--- src/resdmac_defs.svh ---
// Shared sizes for the SCSI DMA write path, included by RTL and testbench sources
`ifndef RESDMAC_DEFS_SVH
`define RESDMAC_DEFS_SVH

// FIFO depth in longwords, as log2 and as the count itself
`define RESDMAC_FIFO_LOG2 3
`define RESDMAC_FIFO_DEPTH 8

// 68030 bus address width
`define RESDMAC_AW 32

// Bus and FIFO data width, one longword
`define RESDMAC_DW 32

`endif

--- src/resdmac_pkg.sv ---
// Types shared by the DMA write path modules; import it where the state enums are used
package resdmac_pkg;

    // CPU-side bus master states
    typedef enum logic [3:0] {
        CS_IDLE  = 4'd0,
        // Bus requested, waiting for grant
        CS_REQ   = 4'd1,
        // Bus owned, strobes high
        CS_GRANT = 4'd2,
        // Long cycle, strobes low
        CS_LONG  = 4'd3,
        // Strobes high, head popped
        CS_TERM  = 4'd4,
        // 16-bit port took the upper word
        CS_HI    = 4'd5,
        // Strobes high between the two word cycles
        CS_GAP   = 4'd6,
        // Lower word cycle at addr+2
        CS_LO    = 4'd7,
        // Give the bus back
        CS_REL   = 4'd8
    } cpu_state_e;

    // Byte lane that the next SCSI byte lands in, most significant first
    typedef enum logic [1:0] {
        PK_B3 = 2'd0,
        PK_B2 = 2'd1,
        PK_B1 = 2'd2,
        PK_B0 = 2'd3
    } pack_state_e;

endpackage

--- src/cpu_sm.sv ---
// CPU-side bus master writing FIFO longwords to memory on a 68030-style bus
`include "resdmac_defs.svh"

module cpu_sm
    import resdmac_pkg::*;
(
    input  logic                   clk,
    input  logic                   rst_n,
    input  logic                   go,
    input  logic [`RESDMAC_AW-1:0] start_addr,
    input  logic                   fifo_empty,
    input  logic [`RESDMAC_DW-1:0] head_data,
    output logic                   pop,
    input  logic                   bg_n,
    input  logic [1:0]             dsack_n,
    input  logic                   sterm_n,
    output logic                   br_n,
    output logic                   bgack_n,
    output logic                   as_n,
    output logic                   ds_n,
    output logic                   rw,
    output logic [`RESDMAC_AW-1:0] addr,
    output logic [1:0]             siz,
    output logic [`RESDMAC_DW-1:0] data_out
);

    cpu_state_e             state;
    cpu_state_e             next_state;
    logic                   br_d, bgack_d, as_d, ds_d, size1_d;
    logic                   f2cpu_h_d, f2cpu_l_d, pop_d, inc_addr_d;
    logic [`RESDMAC_AW-1:0] addr_q;

    cpu_sm_outputs u_outputs (
        .state      (state),
        .fifo_empty (fifo_empty),
        .bg_n       (bg_n),
        .dsack_n    (dsack_n),
        .sterm_n    (sterm_n),
        .next_state (next_state),
        .br_d       (br_d),
        .bgack_d    (bgack_d),
        .as_d       (as_d),
        .ds_d       (ds_d),
        .size1_d    (size1_d),
        .f2cpu_h_d  (f2cpu_h_d),
        .f2cpu_l_d  (f2cpu_l_d),
        .pop_d      (pop_d),
        .inc_addr_d (inc_addr_d)
    );

    // State and bus strobes, active low on the bus
    always_ff @(posedge clk or negedge rst_n) begin
        if (!rst_n) begin
            state   <= CS_IDLE;
            br_n    <= 1'b1;
            bgack_n <= 1'b1;
            as_n    <= 1'b1;
            ds_n    <= 1'b1;
            rw      <= 1'b1;
            siz     <= 2'b00;
            pop     <= 1'b0;
        end else begin
            state   <= next_state;
            br_n    <= ~br_d;
            bgack_n <= ~bgack_d;
            as_n    <= ~as_d;
            ds_n    <= ~ds_d;
            // Write direction for as long as the bus is ours
            rw      <= ~bgack_d;
            siz     <= {size1_d, 1'b0};
            pop     <= pop_d;
        end
    end

    // Longword address counter, advanced as the head leaves
    always_ff @(posedge clk or negedge rst_n) begin
        if (!rst_n) begin
            addr_q <= '0;
        end else if (go && (state == CS_IDLE)) begin
            addr_q <= start_addr;
        end else if (inc_addr_d) begin
            addr_q <= addr_q + `RESDMAC_AW'(4);
        end
    end

    // Word cycles sit at the second half of the longword
    assign addr = siz[1] ? addr_q + `RESDMAC_AW'(2) : addr_q;

    // Data lanes, held between cycles
    always_ff @(posedge clk) begin
        if (f2cpu_h_d || f2cpu_l_d) begin
            data_out[`RESDMAC_DW-1:`RESDMAC_DW/2] <= f2cpu_h_d ?
                head_data[`RESDMAC_DW-1:`RESDMAC_DW/2] : head_data[`RESDMAC_DW/2-1:0];
            data_out[`RESDMAC_DW/2-1:0] <= (f2cpu_h_d && f2cpu_l_d) ?
                head_data[`RESDMAC_DW/2-1:0] : '0;
        end
    end

    // Address strobe only while we hold bus-grant acknowledge
    a_as_needs_bgack: assert property (
        @(posedge clk) disable iff (!rst_n)
        !as_n |-> !bgack_n
    ) else $error("as_n low without bgack_n");

    // A pop always follows a strobed cycle that the memory terminated
    a_pop_after_cycle: assert property (
        @(posedge clk) disable iff (!rst_n)
        pop |-> $past(!as_n) && as_n
    ) else $error("pop without a completed bus cycle");

endmodule

--- src/cpu_sm_outputs.sv ---
// Decoder for the CPU bus master; gives next state and next-cycle strobes, registered in cpu_sm
module cpu_sm_outputs
    import resdmac_pkg::*;
(
    input  cpu_state_e state,
    input  logic       fifo_empty,
    input  logic       bg_n,
    input  logic [1:0] dsack_n,
    input  logic       sterm_n,
    output cpu_state_e next_state,
    output logic       br_d,
    output logic       bgack_d,
    output logic       as_d,
    output logic       ds_d,
    output logic       size1_d,
    output logic       f2cpu_h_d,
    output logic       f2cpu_l_d,
    output logic       pop_d,
    output logic       inc_addr_d
);

    logic s_idle, s_req, s_grant, s_long, s_term, s_hi, s_gap, s_lo;
    logic term32, term16, done_lo, start;

    assign s_idle  = (state == CS_IDLE);
    assign s_req   = (state == CS_REQ);
    assign s_grant = (state == CS_GRANT);
    assign s_long  = (state == CS_LONG);
    assign s_term  = (state == CS_TERM);
    assign s_hi    = (state == CS_HI);
    assign s_gap   = (state == CS_GAP);
    assign s_lo    = (state == CS_LO);

    // Both DSACKs or STERM mean the port took the whole longword
    assign term32  = ~sterm_n | (dsack_n == 2'b00);
    // DSACK1 alone marks a 16-bit port that took only the upper word
    assign term16  = sterm_n & (dsack_n == 2'b01);
    // Word cycle ends on DSACK1 or STERM
    assign done_lo = ~sterm_n | ~dsack_n[1];
    // Bus owned and a word waiting
    assign start   = s_grant & ~fifo_empty;

    always_comb begin
        case (state)
            CS_IDLE:  next_state = fifo_empty ? CS_IDLE : CS_REQ;
            CS_REQ:   next_state = bg_n ? CS_REQ : CS_GRANT;
            CS_GRANT: next_state = fifo_empty ? CS_REL : CS_LONG;
            CS_LONG:  next_state = term32 ? CS_TERM : (term16 ? CS_HI : CS_LONG);
            CS_HI:    next_state = CS_GAP;
            CS_GAP:   next_state = CS_LO;
            CS_LO:    next_state = done_lo ? CS_TERM : CS_LO;
            // Decide in CS_GRANT, once the pop has settled the FIFO level
            CS_TERM:  next_state = CS_GRANT;
            default:  next_state = CS_IDLE;
        endcase
    end

    assign br_d    = (s_idle & ~fifo_empty) | (s_req & bg_n);
    assign bgack_d = (s_req & ~bg_n) | start | s_long | s_hi | s_gap | s_lo | s_term;

    // Strobes low for the long cycle, the extra upper-word clock and the lower word
    assign as_d = start | (s_long & ~term32) | s_gap | (s_lo & ~done_lo);
    assign ds_d = as_d;

    // Word size from the gap onward, long otherwise
    assign size1_d = s_hi | s_gap | (s_lo & ~done_lo);

    // Upper half on the upper lanes
    assign f2cpu_h_d = start | (s_long & ~term32);
    // Lower half goes on the lower lanes for a long cycle and is routed up for a word cycle
    assign f2cpu_l_d = start | (s_long & ~term32 & ~term16) | s_hi | s_gap |
                       (s_lo & ~done_lo);

    assign pop_d      = (s_long & term32) | (s_lo & done_lo);
    assign inc_addr_d = s_term;

endmodule

--- src/dma_fifo.sv ---
// Show-ahead longword FIFO between the SCSI packer and the CPU bus master
`include "resdmac_defs.svh"

module dma_fifo (
    input  logic                         clk,
    input  logic                         rst_n,
    input  logic                         push,
    input  logic [`RESDMAC_DW-1:0]       push_data,
    input  logic                         pop,
    output logic [`RESDMAC_DW-1:0]       head_data,
    output logic                         empty,
    output logic                         full,
    output logic [`RESDMAC_FIFO_LOG2:0]  count
);

    logic [`RESDMAC_DW-1:0]        mem [`RESDMAC_FIFO_DEPTH];
    logic [`RESDMAC_FIFO_LOG2-1:0] wr_ptr;
    logic [`RESDMAC_FIFO_LOG2-1:0] rd_ptr;

    // Pointers and occupancy
    always_ff @(posedge clk or negedge rst_n) begin
        if (!rst_n) begin
            wr_ptr <= '0;
            rd_ptr <= '0;
            count  <= '0;
        end else begin
            if (push) begin
                wr_ptr <= wr_ptr + 1'b1;
            end
            if (pop) begin
                rd_ptr <= rd_ptr + 1'b1;
            end
            // Push and pop together leave the count alone
            case ({push, pop})
                2'b10:   count <= count + 1'b1;
                2'b01:   count <= count - 1'b1;
                default: count <= count;
            endcase
        end
    end

    // Storage
    always_ff @(posedge clk) begin
        if (push) begin
            mem[wr_ptr] <= push_data;
        end
    end

    // Head is valid whenever empty is low
    assign head_data = mem[rd_ptr];
    assign empty     = (count == '0);
    assign full      = (count == `RESDMAC_FIFO_DEPTH);

    // Packer honours full through the SCSI side's hold-off
    a_no_overflow: assert property (
        @(posedge clk) disable iff (!rst_n)
        push |-> !full
    ) else $error("FIFO push while full");

    // Bus master only pops a word it has written out
    a_no_underflow: assert property (
        @(posedge clk) disable iff (!rst_n)
        pop |-> !empty
    ) else $error("FIFO pop while empty");

endmodule

--- src/resdmac_top.sv ---
// Top of the SCSI DMA write path: packer, longword FIFO and CPU bus master
`include "resdmac_defs.svh"

module resdmac_top (
    input  logic                   clk,
    input  logic                   rst_n,
    // SCSI side
    input  logic                   sbyte_stb,
    input  logic [7:0]             sbyte,
    output logic                   scsi_full,
    // Transfer start
    input  logic                   go,
    input  logic [`RESDMAC_AW-1:0] start_addr,
    // 68030 bus
    input  logic                   bg_n,
    input  logic [1:0]             dsack_n,
    input  logic                   sterm_n,
    output logic                   br_n,
    output logic                   bgack_n,
    output logic                   as_n,
    output logic                   ds_n,
    output logic                   rw,
    output logic [`RESDMAC_AW-1:0] addr,
    output logic [1:0]             siz,
    output logic [`RESDMAC_DW-1:0] data_out
);

    logic                   push;
    logic [`RESDMAC_DW-1:0] push_data;
    logic                   pop;
    logic [`RESDMAC_DW-1:0] head_data;
    logic                   fifo_empty;

    scsi_packer u_packer (
        .clk       (clk),
        .rst_n     (rst_n),
        .sbyte_stb (sbyte_stb),
        .sbyte     (sbyte),
        .full      (scsi_full),
        .push      (push),
        .push_data (push_data)
    );

    // Occupancy count is for debug only
    dma_fifo u_fifo (
        .clk       (clk),
        .rst_n     (rst_n),
        .push      (push),
        .push_data (push_data),
        .pop       (pop),
        .head_data (head_data),
        .empty     (fifo_empty),
        .full      (scsi_full),
        .count     ()
    );

    cpu_sm u_cpu (
        .clk        (clk),
        .rst_n      (rst_n),
        .go         (go),
        .start_addr (start_addr),
        .fifo_empty (fifo_empty),
        .head_data  (head_data),
        .pop        (pop),
        .bg_n       (bg_n),
        .dsack_n    (dsack_n),
        .sterm_n    (sterm_n),
        .br_n       (br_n),
        .bgack_n    (bgack_n),
        .as_n       (as_n),
        .ds_n       (ds_n),
        .rw         (rw),
        .addr       (addr),
        .siz        (siz),
        .data_out   (data_out)
    );

endmodule

--- src/scsi_packer.sv ---
// Packs SCSI byte strobes into longwords and pushes each completed word into the FIFO
`include "resdmac_defs.svh"

module scsi_packer
    import resdmac_pkg::*;
(
    input  logic                   clk,
    input  logic                   rst_n,
    input  logic                   sbyte_stb,
    input  logic [7:0]             sbyte,
    input  logic                   full,
    output logic                   push,
    output logic [`RESDMAC_DW-1:0] push_data
);

    pack_state_e           lane;
    pack_state_e           lane_next;
    logic [`RESDMAC_DW-1:0] hold;

    // Lane pointer wraps after the least significant byte
    always_comb begin
        case (lane)
            PK_B3:   lane_next = PK_B2;
            PK_B2:   lane_next = PK_B1;
            PK_B1:   lane_next = PK_B0;
            default: lane_next = PK_B3;
        endcase
    end

    always_ff @(posedge clk or negedge rst_n) begin
        if (!rst_n) begin
            lane <= PK_B3;
            push <= 1'b0;
        end else begin
            // Fourth byte completes the word, push follows one clock later
            push <= sbyte_stb && (lane == PK_B0);
            if (sbyte_stb) begin
                lane <= lane_next;
            end
        end
    end

    // Holding register, one byte lane per strobe
    always_ff @(posedge clk) begin
        if (sbyte_stb) begin
            case (lane)
                PK_B3:   hold[31:24] <= sbyte;
                PK_B2:   hold[23:16] <= sbyte;
                PK_B1:   hold[15:8]  <= sbyte;
                default: hold[7:0]   <= sbyte;
            endcase
        end
    end

    // The FIFO samples the word at the edge that ends the push cycle,
    // before any byte of the next word can reach the top lane
    assign push_data = hold;

    // SCSI side must hold off while the FIFO reports full
    a_no_strobe_when_full: assert property (
        @(posedge clk) disable iff (!rst_n)
        sbyte_stb |-> !full
    ) else $error("byte strobe while FIFO full");

endmodule

--- config.mk ---
export PLATFORM = sky130hd
export DESIGN_NAME = resdmac_top
export DESIGN_NICKNAME = d
export VERILOG_FILES = /design/src/resdmac_pkg.sv /design/src/cpu_sm.sv /design/src/cpu_sm_outputs.sv /design/src/dma_fifo.sv /design/src/resdmac_top.sv /design/src/scsi_packer.sv
export VERILOG_INCLUDE_DIRS = /design/src
export SDC_FILE = /design/constraint.sdc
export NUM_CORES = 1
export LEC_CHECK = 0
export CAP_MARGIN = 20
export CELL_PAD_IN_SITES_DETAIL_PLACEMENT = 0
export CELL_PAD_IN_SITES_GLOBAL_PLACEMENT = 1
export CORE_ASPECT_RATIO = 0.6
export CORE_MARGIN = 2
export CORE_UTILIZATION = 30
export CTS_BUF_LIST = sky130_fd_sc_hd__clkbuf_16
export DETAILED_ROUTE_END_ITERATION = 8
export DONT_BUFFER_PORTS = 1
export PLACE_DENSITY = 0.55
export SYNTH_ARGS = -nofsm -noshare
export SYNTH_HDL_FRONTEND = slang
export SYNTH_HIERARCHICAL = 1
export SYNTH_SLANG_ARGS = --single-unit
--- constraint.sdc ---
create_clock -name clk -period 8.1 [get_ports clk]
set_clock_uncertainty 0.05 [all_clocks]
set_input_delay 0.405 -clock clk [delete_from_list [all_inputs] [get_ports clk]]
set_output_delay 0.405 -clock clk [all_outputs]
set_load 0.02 [all_outputs]
==> metrics.csv, run 1 <==
stage,metric,value,unit
outcome,outcome,"complete, no violations",
synth,"EDFF count, synth",320,
layout,Layout Area Growth over Synthesis,15.5,%
floorplanning,Rows,64,
global_routing,vias in the first global route,8042,
hold_path,Hold Crit Endpoint,u_cpu/siz[1]$_DFF_PN0_,
clock_network,CTS tree,built,
floorplanning,die area,0.0541,mm2
layout,layout cell share with drive strength beyond 1,21.3,%
synth,"Seq/Total Area, Yosys",70.2,%
sta,Max Clock Freq,276,MHz
clock_network,clk sink count,375,
clock_network,Worst-Skew Late Latency,0.54,ns
setup_path,"setup slack, reg-to-reg",4.94,ns
power,Leak,6.01,nW
sta,Final Cycle Share,44.7,%
sta,Rel. slew slack,31.5,%
setup_path,WP data required,7.65,ns
setup_path,CP Launch Type,register,
floorplanning,I/O pins,120,
clock_network,Post-CTS Resized,0,
placed_design,dpl ws,4.96,ns
power,PwrDens,359,mW/mm2
global_routing,GRT Residual Overflow,0,
global_routing,GRT Util Overall,13.8,%
layout,Multi-input gate area,0.00439,mm2
floorplanning,die height,181,um
layout,cell area after layout,0.0181,mm2
synth,syn nets,943,
synth,Yosys reg bits,375,
synth,cells after synthesis,884,
sta,worst slew pin tran,1.03,ns
layout,non-filler instance count after layout,1655,
placed_design,port bufs,0,
sta,"Slew Viols, Final",0,
synth,post-synthesis cell type count,66,
setup_path,CP max FO,7,
clock_network,CTS Buf Count,38,
floorplanning,Initial Util,30.6,%
global_routing,initial antenna violation count,0,
setup_path,crit-path cells,"nand4_2, nor4_1, nand3_1, nor3_1, xor2_1",
clock_network,"Reg clk slew, reported paths",0.07,ns
clock_network,total setup buffers inserted after CTS,0,
setup_path,Slowest cell on crit path,nor4_1,
hold_path,Hold Crit Depth,2,
hold_path,HP Class,in2reg,
setup_path,Worst path top cell family by delay,simple AND/OR/NAND/NOR gates,
setup_path,Critical Path AT,3.17,ns
synth,"Cell Area, Synth",0.0157,mm2
setup_path,peak per-stage delay on the critical path,0.75,ns
power,Total Power,6.49,mW
detailed_routing,Routed WL,37300,um
synth,average cell area after synthesis,17.7,um2
layout,Filler cells,4826,
detailed_routing,Routed wire per std cell,22.5,um
floorplanning,Core Region,0.0512,mm2
clock_network,clk root buf,clkbuf_16,
detailed_routing,DRC,0,
detailed_routing,"antenna viol nets, final",0,
layout,FF/Latch Area,0.0110,mm2
placed_design,Post-Place Cell Area,0.0164,mm2
setup_path,R2R Path End,u_cpu/data_out[14]$_SDFFCE_PN0P_,
placed_design,Placed Cells,1540,
sta,RSZ-0062 raised after global routing,no,
hold_path,HP Start,dsack_n[1],
clock_network,"Hold-fix buffers, CTS",45,
setup_path,Critical R2R Launch,u_fifo/count[2]$_DFFE_PN0P_,
detailed_routing,DRT iter0 DRCs,680,
sta,TNS Setup,0,ns
layout,ANT cells,0,
global_routing,largest net degree at the start of global routing,67,
setup_path,critical path type,reg2out,
setup_path,CP endpoint kind,primary output,
setup_path,CP Buf/Inv Count,0,
detailed_routing,TritonRoute pass-1 iters,5,
sta,final worst setup slack,4.48,ns
sta,Final min period,3.62,ns
detailed_routing,DR vias,8026,
placed_design,RePlAce Congestion,0.788,
synth,Synth Warn #,6,
setup_path,Reg2Reg Depth,5,
job,maxcap violations,0,
synth,Synth async-reset ratio,14.7,%
detailed_routing,vias per cell,4.85,
clock_network,maximum level of the CTS H-tree,2,
layout,# nets final,993,
clock_network,Bufs on Longest Clock Path,3,
synth,top_reg_cell synth,edfxtp_1,
placed_design,Post-DP HPWL,21800,um
power,Peak supply drop,0.314,mV
sta,Final Hold Fails,0,
layout,final core utilization,35.3,%
sta,WHS,0.0569,ns
global_routing,first-pass GRT wire length,55200,um
sta,setup violators final,0,
floorplanning,die span in x,299,um
logic make-up (layout without fill, tap and decap cells):
logic type / after synthesis / count (layout) / share of synthesized area [%]
and+or+nand+nor: 197 / 197 / 6.95
DFF: 375 / 375 / 70.2
buffers and inverters: 60 / 138 / 2.19
AOI/OAI and AO/OA: 52 / 52 / 2.13
adders and majority gates: 11 / 11 / 0.879
other: 1 / 1 / 0.0240
xor gates and xnor gates: 67 / 67 / 3.75
muxes: 121 / 121 / 13.9
area by class of cell:
| class | instances | area share [%] |
|---|---|---|
| well taps | 693 | 4.79 |
| multi-input cells | 449 | 24.2 |
| flip-flops and latches | 375 | 60.8 |
| inverters | 10 | 0.208 |
| repair buffers | 60 | 3.39 |
| clock inverters | 29 | 1.18 |
| clock buffers | 39 | 5.40 |
routing by layer:
layer  part of all wire [%]  track usage, %  vias up
li1                       -               -     3552
met1                     50            21.3     4266
met2                     42            19.3      162
met3                    5.5            3.23       46
met4                    1.7            3.08        0
met5                      0               0        -
worst max path at each step:
stage | cells past startpoint | endpoint | slack (ns) | from
2_1_floorplan | 2 | u_fifo/mem[0][0]$_DFFE_PP_ | 4.79 | u_fifo/wr_ptr[0]$_DFFE_PN0P_
3_3_place_gp | 4 | u_cpu/data_out[20]$_DFFE_PP_ | 5.01 | u_fifo/rd_ptr[0]$_DFFE_PN0P_
3_5_place_dp | 5 | u_cpu/data_out[12]$_SDFFCE_PN0P_ | 4.96 | u_fifo/count[2]$_DFFE_PN0P_
4_1_cts | 5 | addr[31] | 4.55 | u_cpu/addr_q[16]$_DFFE_PN0P_
5_1_grt | 5 | addr[18] | 4.32 | u_cpu/addr_q[2]$_DFFE_PN0P_
6_report | 5 | addr[31] | 4.48 | u_cpu/addr_q[16]$_DFFE_PN0P_
registers in the layout, summed over array words and instances, names as in the netlist, 2 cells and up:
name                flops
u_cpu/addr_q           32
u_fifo/rd_ptr           3
u_fifo/wr_ptr           3
u_packer/lane           2
u_cpu/state             4
u_cpu/data_out         32
u_fifo/mem            256
u_fifo/count            4
u_packer/push_data     32
power breakdown:
group | internal [mW] | leakage [nW] | total [mW] | switching (mW)
sequential | 2.53 | 3.58 | 3.10 | 0.570
clock | 0.943 | 0.597 | 1.69 | 0.748
combinational | 0.775 | 1.83 | 1.70 | 0.920
placed cells by master, fill, tap and decap left out, types with 4 or more instances in the layout:
cell type and instances:
o21ai_1 4, mux4_1 25, clkinvlp_4 4, nor2b_1 5
dfrtp_1 48, clkbuf_16 39, and3_1 19, nor3_1 8
nor4_1 6, nor2_4 6, xor2_1 38, and2_2 6
nand4_1 18, xnor2_1 29, a21oi_1 6, mux2_2 55
clkinv_1 8, nor2_1 22, nand3_1 25, mux4_2 39
o21ai_0 29, ha_1 11, clkinv_2 5, nand2_1 55
buf_4 13, dlygate4sd3_1 44, dfstp_2 4, edfxtp_1 320
inv_1 16
synth_stat cells (all sizes together), types with 2 or more instances:
cell,instances,share of area [%]
dfrtp,51,8.2
xnor2,29,1.6
mux2i,2,0.13
nand4,21,1.1
o21ai,34,1.1
and4,2,0.13
inv,10,0.24
and2,8,0.36
nor3,11,0.38
nand2,56,1.4
buf,27,1.4
nand3,25,0.80
nor4,8,0.46
xor2,38,2.1
and3,19,0.76
a21oi,6,0.19
mux4,64,9.8
and2b,2,0.096
ha,11,0.88
nor2,29,0.71
nand2b,3,0.12
dfstp,4,0.67
nor2b,6,0.29
edfxtp,320,61
clkbuf,23,0.59
mux2,55,4.0
Note: power is estimated with default switching activity, not from simulation.
==> run 2, diff against run 1 <==
Clock period 8.1 ns to 3.6 ns, I/O delays scaled along.
==> run 2 against run 1 <==
Final cell count grew 0.60%. Register-to-register slack lost 4.2 ns. First-iteration DRC count shrank 3.5%. Die area is the same. Final area grew 0.36%. Setup slack lost 4.3 ns. Clock power grew 120%. Global-route usage grew 0.29 points. Sequential share of layout area shrank 0.22 points. Routed wire length grew 2.7%. Sequential power grew 130%. Critical path type unchanged.
==> metrics.csv, run 2 (synthesized netlist as in run 1, its figures left out) <==
stage,metric,value,unit
layout,Layout Area Growth over Synthesis,15.9,%
detailed_routing,DR vias,8064,
clock_network,CTS tree,built,
setup_path,Slowest cell on crit path,nor4_1,
detailed_routing,TritonRoute pass-1 iters,4,
setup_path,WP data required,3.37,ns
global_routing,largest net degree at the start of global routing,56,
floorplanning,die height,181,um
layout,"commonest non-fill, non-tap cell in the layout",edfxtp_1,
power,PwrDens,806,mW/mm2
setup_path,Reg2Reg Depth,5,
layout,Top reg by flops,u_fifo/mem,
power,Total Power,14.6,mW
setup_path,R2R Path End,u_cpu/data_out[28]$_DFFE_PP_,
power,clock network fraction of total power,25.6,%
sta,Final Cycle Share,94.8,%
job,maxcap violations,0,
floorplanning,die span in x,299,um
sta,Max Clock Freq,293,MHz
clock_network,clk root buf,clkbuf_16,
global_routing,GRT Residual Overflow,0,
detailed_routing,Routed WL,38300,um
floorplanning,Initial Util,30.6,%
sta,Final min period,3.41,ns
floorplanning,Rows,64,
clock_network,CTS Buf Count,39,
power,Sw Ratio,34.7,%
sta,TNS Setup,0,ns
clock_network,total setup buffers inserted after CTS,0,
clock_network,Post-CTS Resized,0,
global_routing,GRT Util Overall,14.0,%
clock_network,"Hold-fix buffers, CTS",49,
sta,setup violators final,0,
clock_network,maximum level of the CTS H-tree,2,
power,sequential share of power,48.1,%
setup_path,CP Launch Type,register,
clock_network,clk sink count,375,
placed_design,RePlAce Congestion,0.775,
power,combinational power share,26.3,%
power,Cell Int Power,9.55,mW
layout,"commonest non-fill, non-tap cells in the layout","edfxtp_1 (320), nand2_1 (55), mux2_2 (55)",
setup_path,"setup slack, reg-to-reg",0.72,ns
floorplanning,Core Region,0.0512,mm2
setup_path,Critical Path AT,3.18,ns
hold_path,HP Start,sbyte_stb,
placed_design,Post-DP HPWL,23100,um
sta,worst slew pin tran,1.10,ns
setup_path,critical path type,reg2out,
setup_path,CP endpoint kind,primary output,
outcome,outcome,"complete, no violations",
sta,Final Hold Fails,0,
detailed_routing,DRC,0,
detailed_routing,vias per cell,4.84,
setup_path,peak per-stage delay on the critical path,0.72,ns
floorplanning,I/O pins,120,
clock_network,"Reg clk slew, reported paths",0.06,ns
setup_path,CP Buf/Inv Count,0,
layout,non-filler instance count after layout,1665,
layout,ANT cells,0,
hold_path,Hold Crit Endpoint,u_packer/push$_DFF_PN0_,
clock_network,Worst-Skew Late Latency,0.54,ns
setup_path,crit-path cells,"nand4_2, nor4_1, nand3_1, nor3_1, xor2_1",
sta,RSZ-0062 raised after global routing,no,
power,sw power,5.08,mW
placed_design,Placed Cells,1549,
global_routing,vias in the first global route,8036,
global_routing,first-pass GRT wire length,56500,um
hold_path,Hold Crit Depth,1,
sta,"Slew Viols, Final",0,
detailed_routing,DRT iter0 DRCs,656,
setup_path,Worst path top cell family by delay,simple AND/OR/NAND/NOR gates,
floorplanning,die area,0.0541,mm2
clock_network,Bufs on Longest Clock Path,3,
detailed_routing,Routed wire per std cell,23.0,um
setup_path,Critical R2R Launch,u_fifo/count[1]$_DFFE_PN0P_,
power,Leak,6.10,nW
sta,Rel. slew slack,26.9,%
layout,layout cell share with drive strength beyond 1,21.3,%
setup_path,CP max FO,7,
power,Peak supply drop,0.422,mV
global_routing,initial antenna violation count,0,
layout,# nets final,1005,
layout,max reg flops,256,
hold_path,HP Class,in2reg,
placed_design,port bufs,0,
detailed_routing,"antenna viol nets, final",0,
[run 2: changes by cell type in the layout (fill, tap and decap cells not counted), sizes merged]
cell / delta
inv: +10
buf: +7
clkinv: -7
clkinvlp: -4
dlygate4sd3: +4
bufinv: -1
clkbuf: +1
[run 2: layer usage]
layer | vias up | routed length, um | GRT usage (%)
li1 | 3565 | - | -
met1 | 4215 | 20100 | 23.0
met2 | 235 | 15400 | 18.7
met3 | 49 | 2050 | 2.66
met4 | 0 | 674 | 3.28
met5 | - | 0 | 0
[run 2: through the flow]
| step | cell area [um2] | utilization, % | worst slack (ns) | hold WS [ns] |
|---|---|---|---|---|
| floorplan | 15700 | - | 0.293 | -0.166 |
| detailed placement | 16500 | 32.2 | 0.656 | -0.164 |
| global route | 18200 | 35.4 | 0.137 | 0.0434 |
| global placement | 16500 | 32.2 | 0.681 | -0.165 |
| finish | 18200 | 35.4 | 0.187 | 0.0647 |
| CTS | 18200 | 35.4 | 0.283 | 0.0315 |
[run 2: layout make-up]
cell class / count / area (um2)
sequential: 375 / 11000
inverter: 10 / 37.5
clock buffer: 40 / 1000
multi-input combinational: 449 / 4390
timing repair buffer: 71 / 711
clock inverter: 27 / 155
fill: 4803 / 33100
tap: 693 / 867
[run 2: worst max-delay path by stage]
stage,from,slack [ns],depth (start not counted),end
4_1_cts,u_cpu/addr_q[16]$_DFFE_PN0P_,0.28,5,addr[31]
5_1_grt,u_cpu/addr_q[16]$_DFFE_PN0P_,0.14,5,addr[31]
3_5_place_dp,u_fifo/count[2]$_DFFE_PN0P_,0.66,5,u_cpu/data_out[1]$_SDFFCE_PN0P_
6_report,u_cpu/addr_q[16]$_DFFE_PN0P_,0.19,5,addr[31]
3_3_place_gp,u_fifo/count[2]$_DFFE_PN0P_,0.68,5,u_cpu/data_out[30]$_DFFE_PP_
2_1_floorplan,u_fifo/wr_ptr[0]$_DFFE_PN0P_,0.29,2,u_fifo/mem[0][0]$_DFFE_PP_
[run 2: power by group through the flow]
stage | sequential, mW | clock (mW) | combinational (mW)
4_1_cts | 7.05 | 3.86 | 3.89
3_3_place_gp | 7.14 | 0 | 3.75
2_1_floorplan | 6.38 | 0 | 3.32
6_report | 7.03 | 3.75 | 3.85
3_5_place_dp | 7.14 | 0 | 3.79
5_1_grt | 7.16 | 4.05 | 4.16
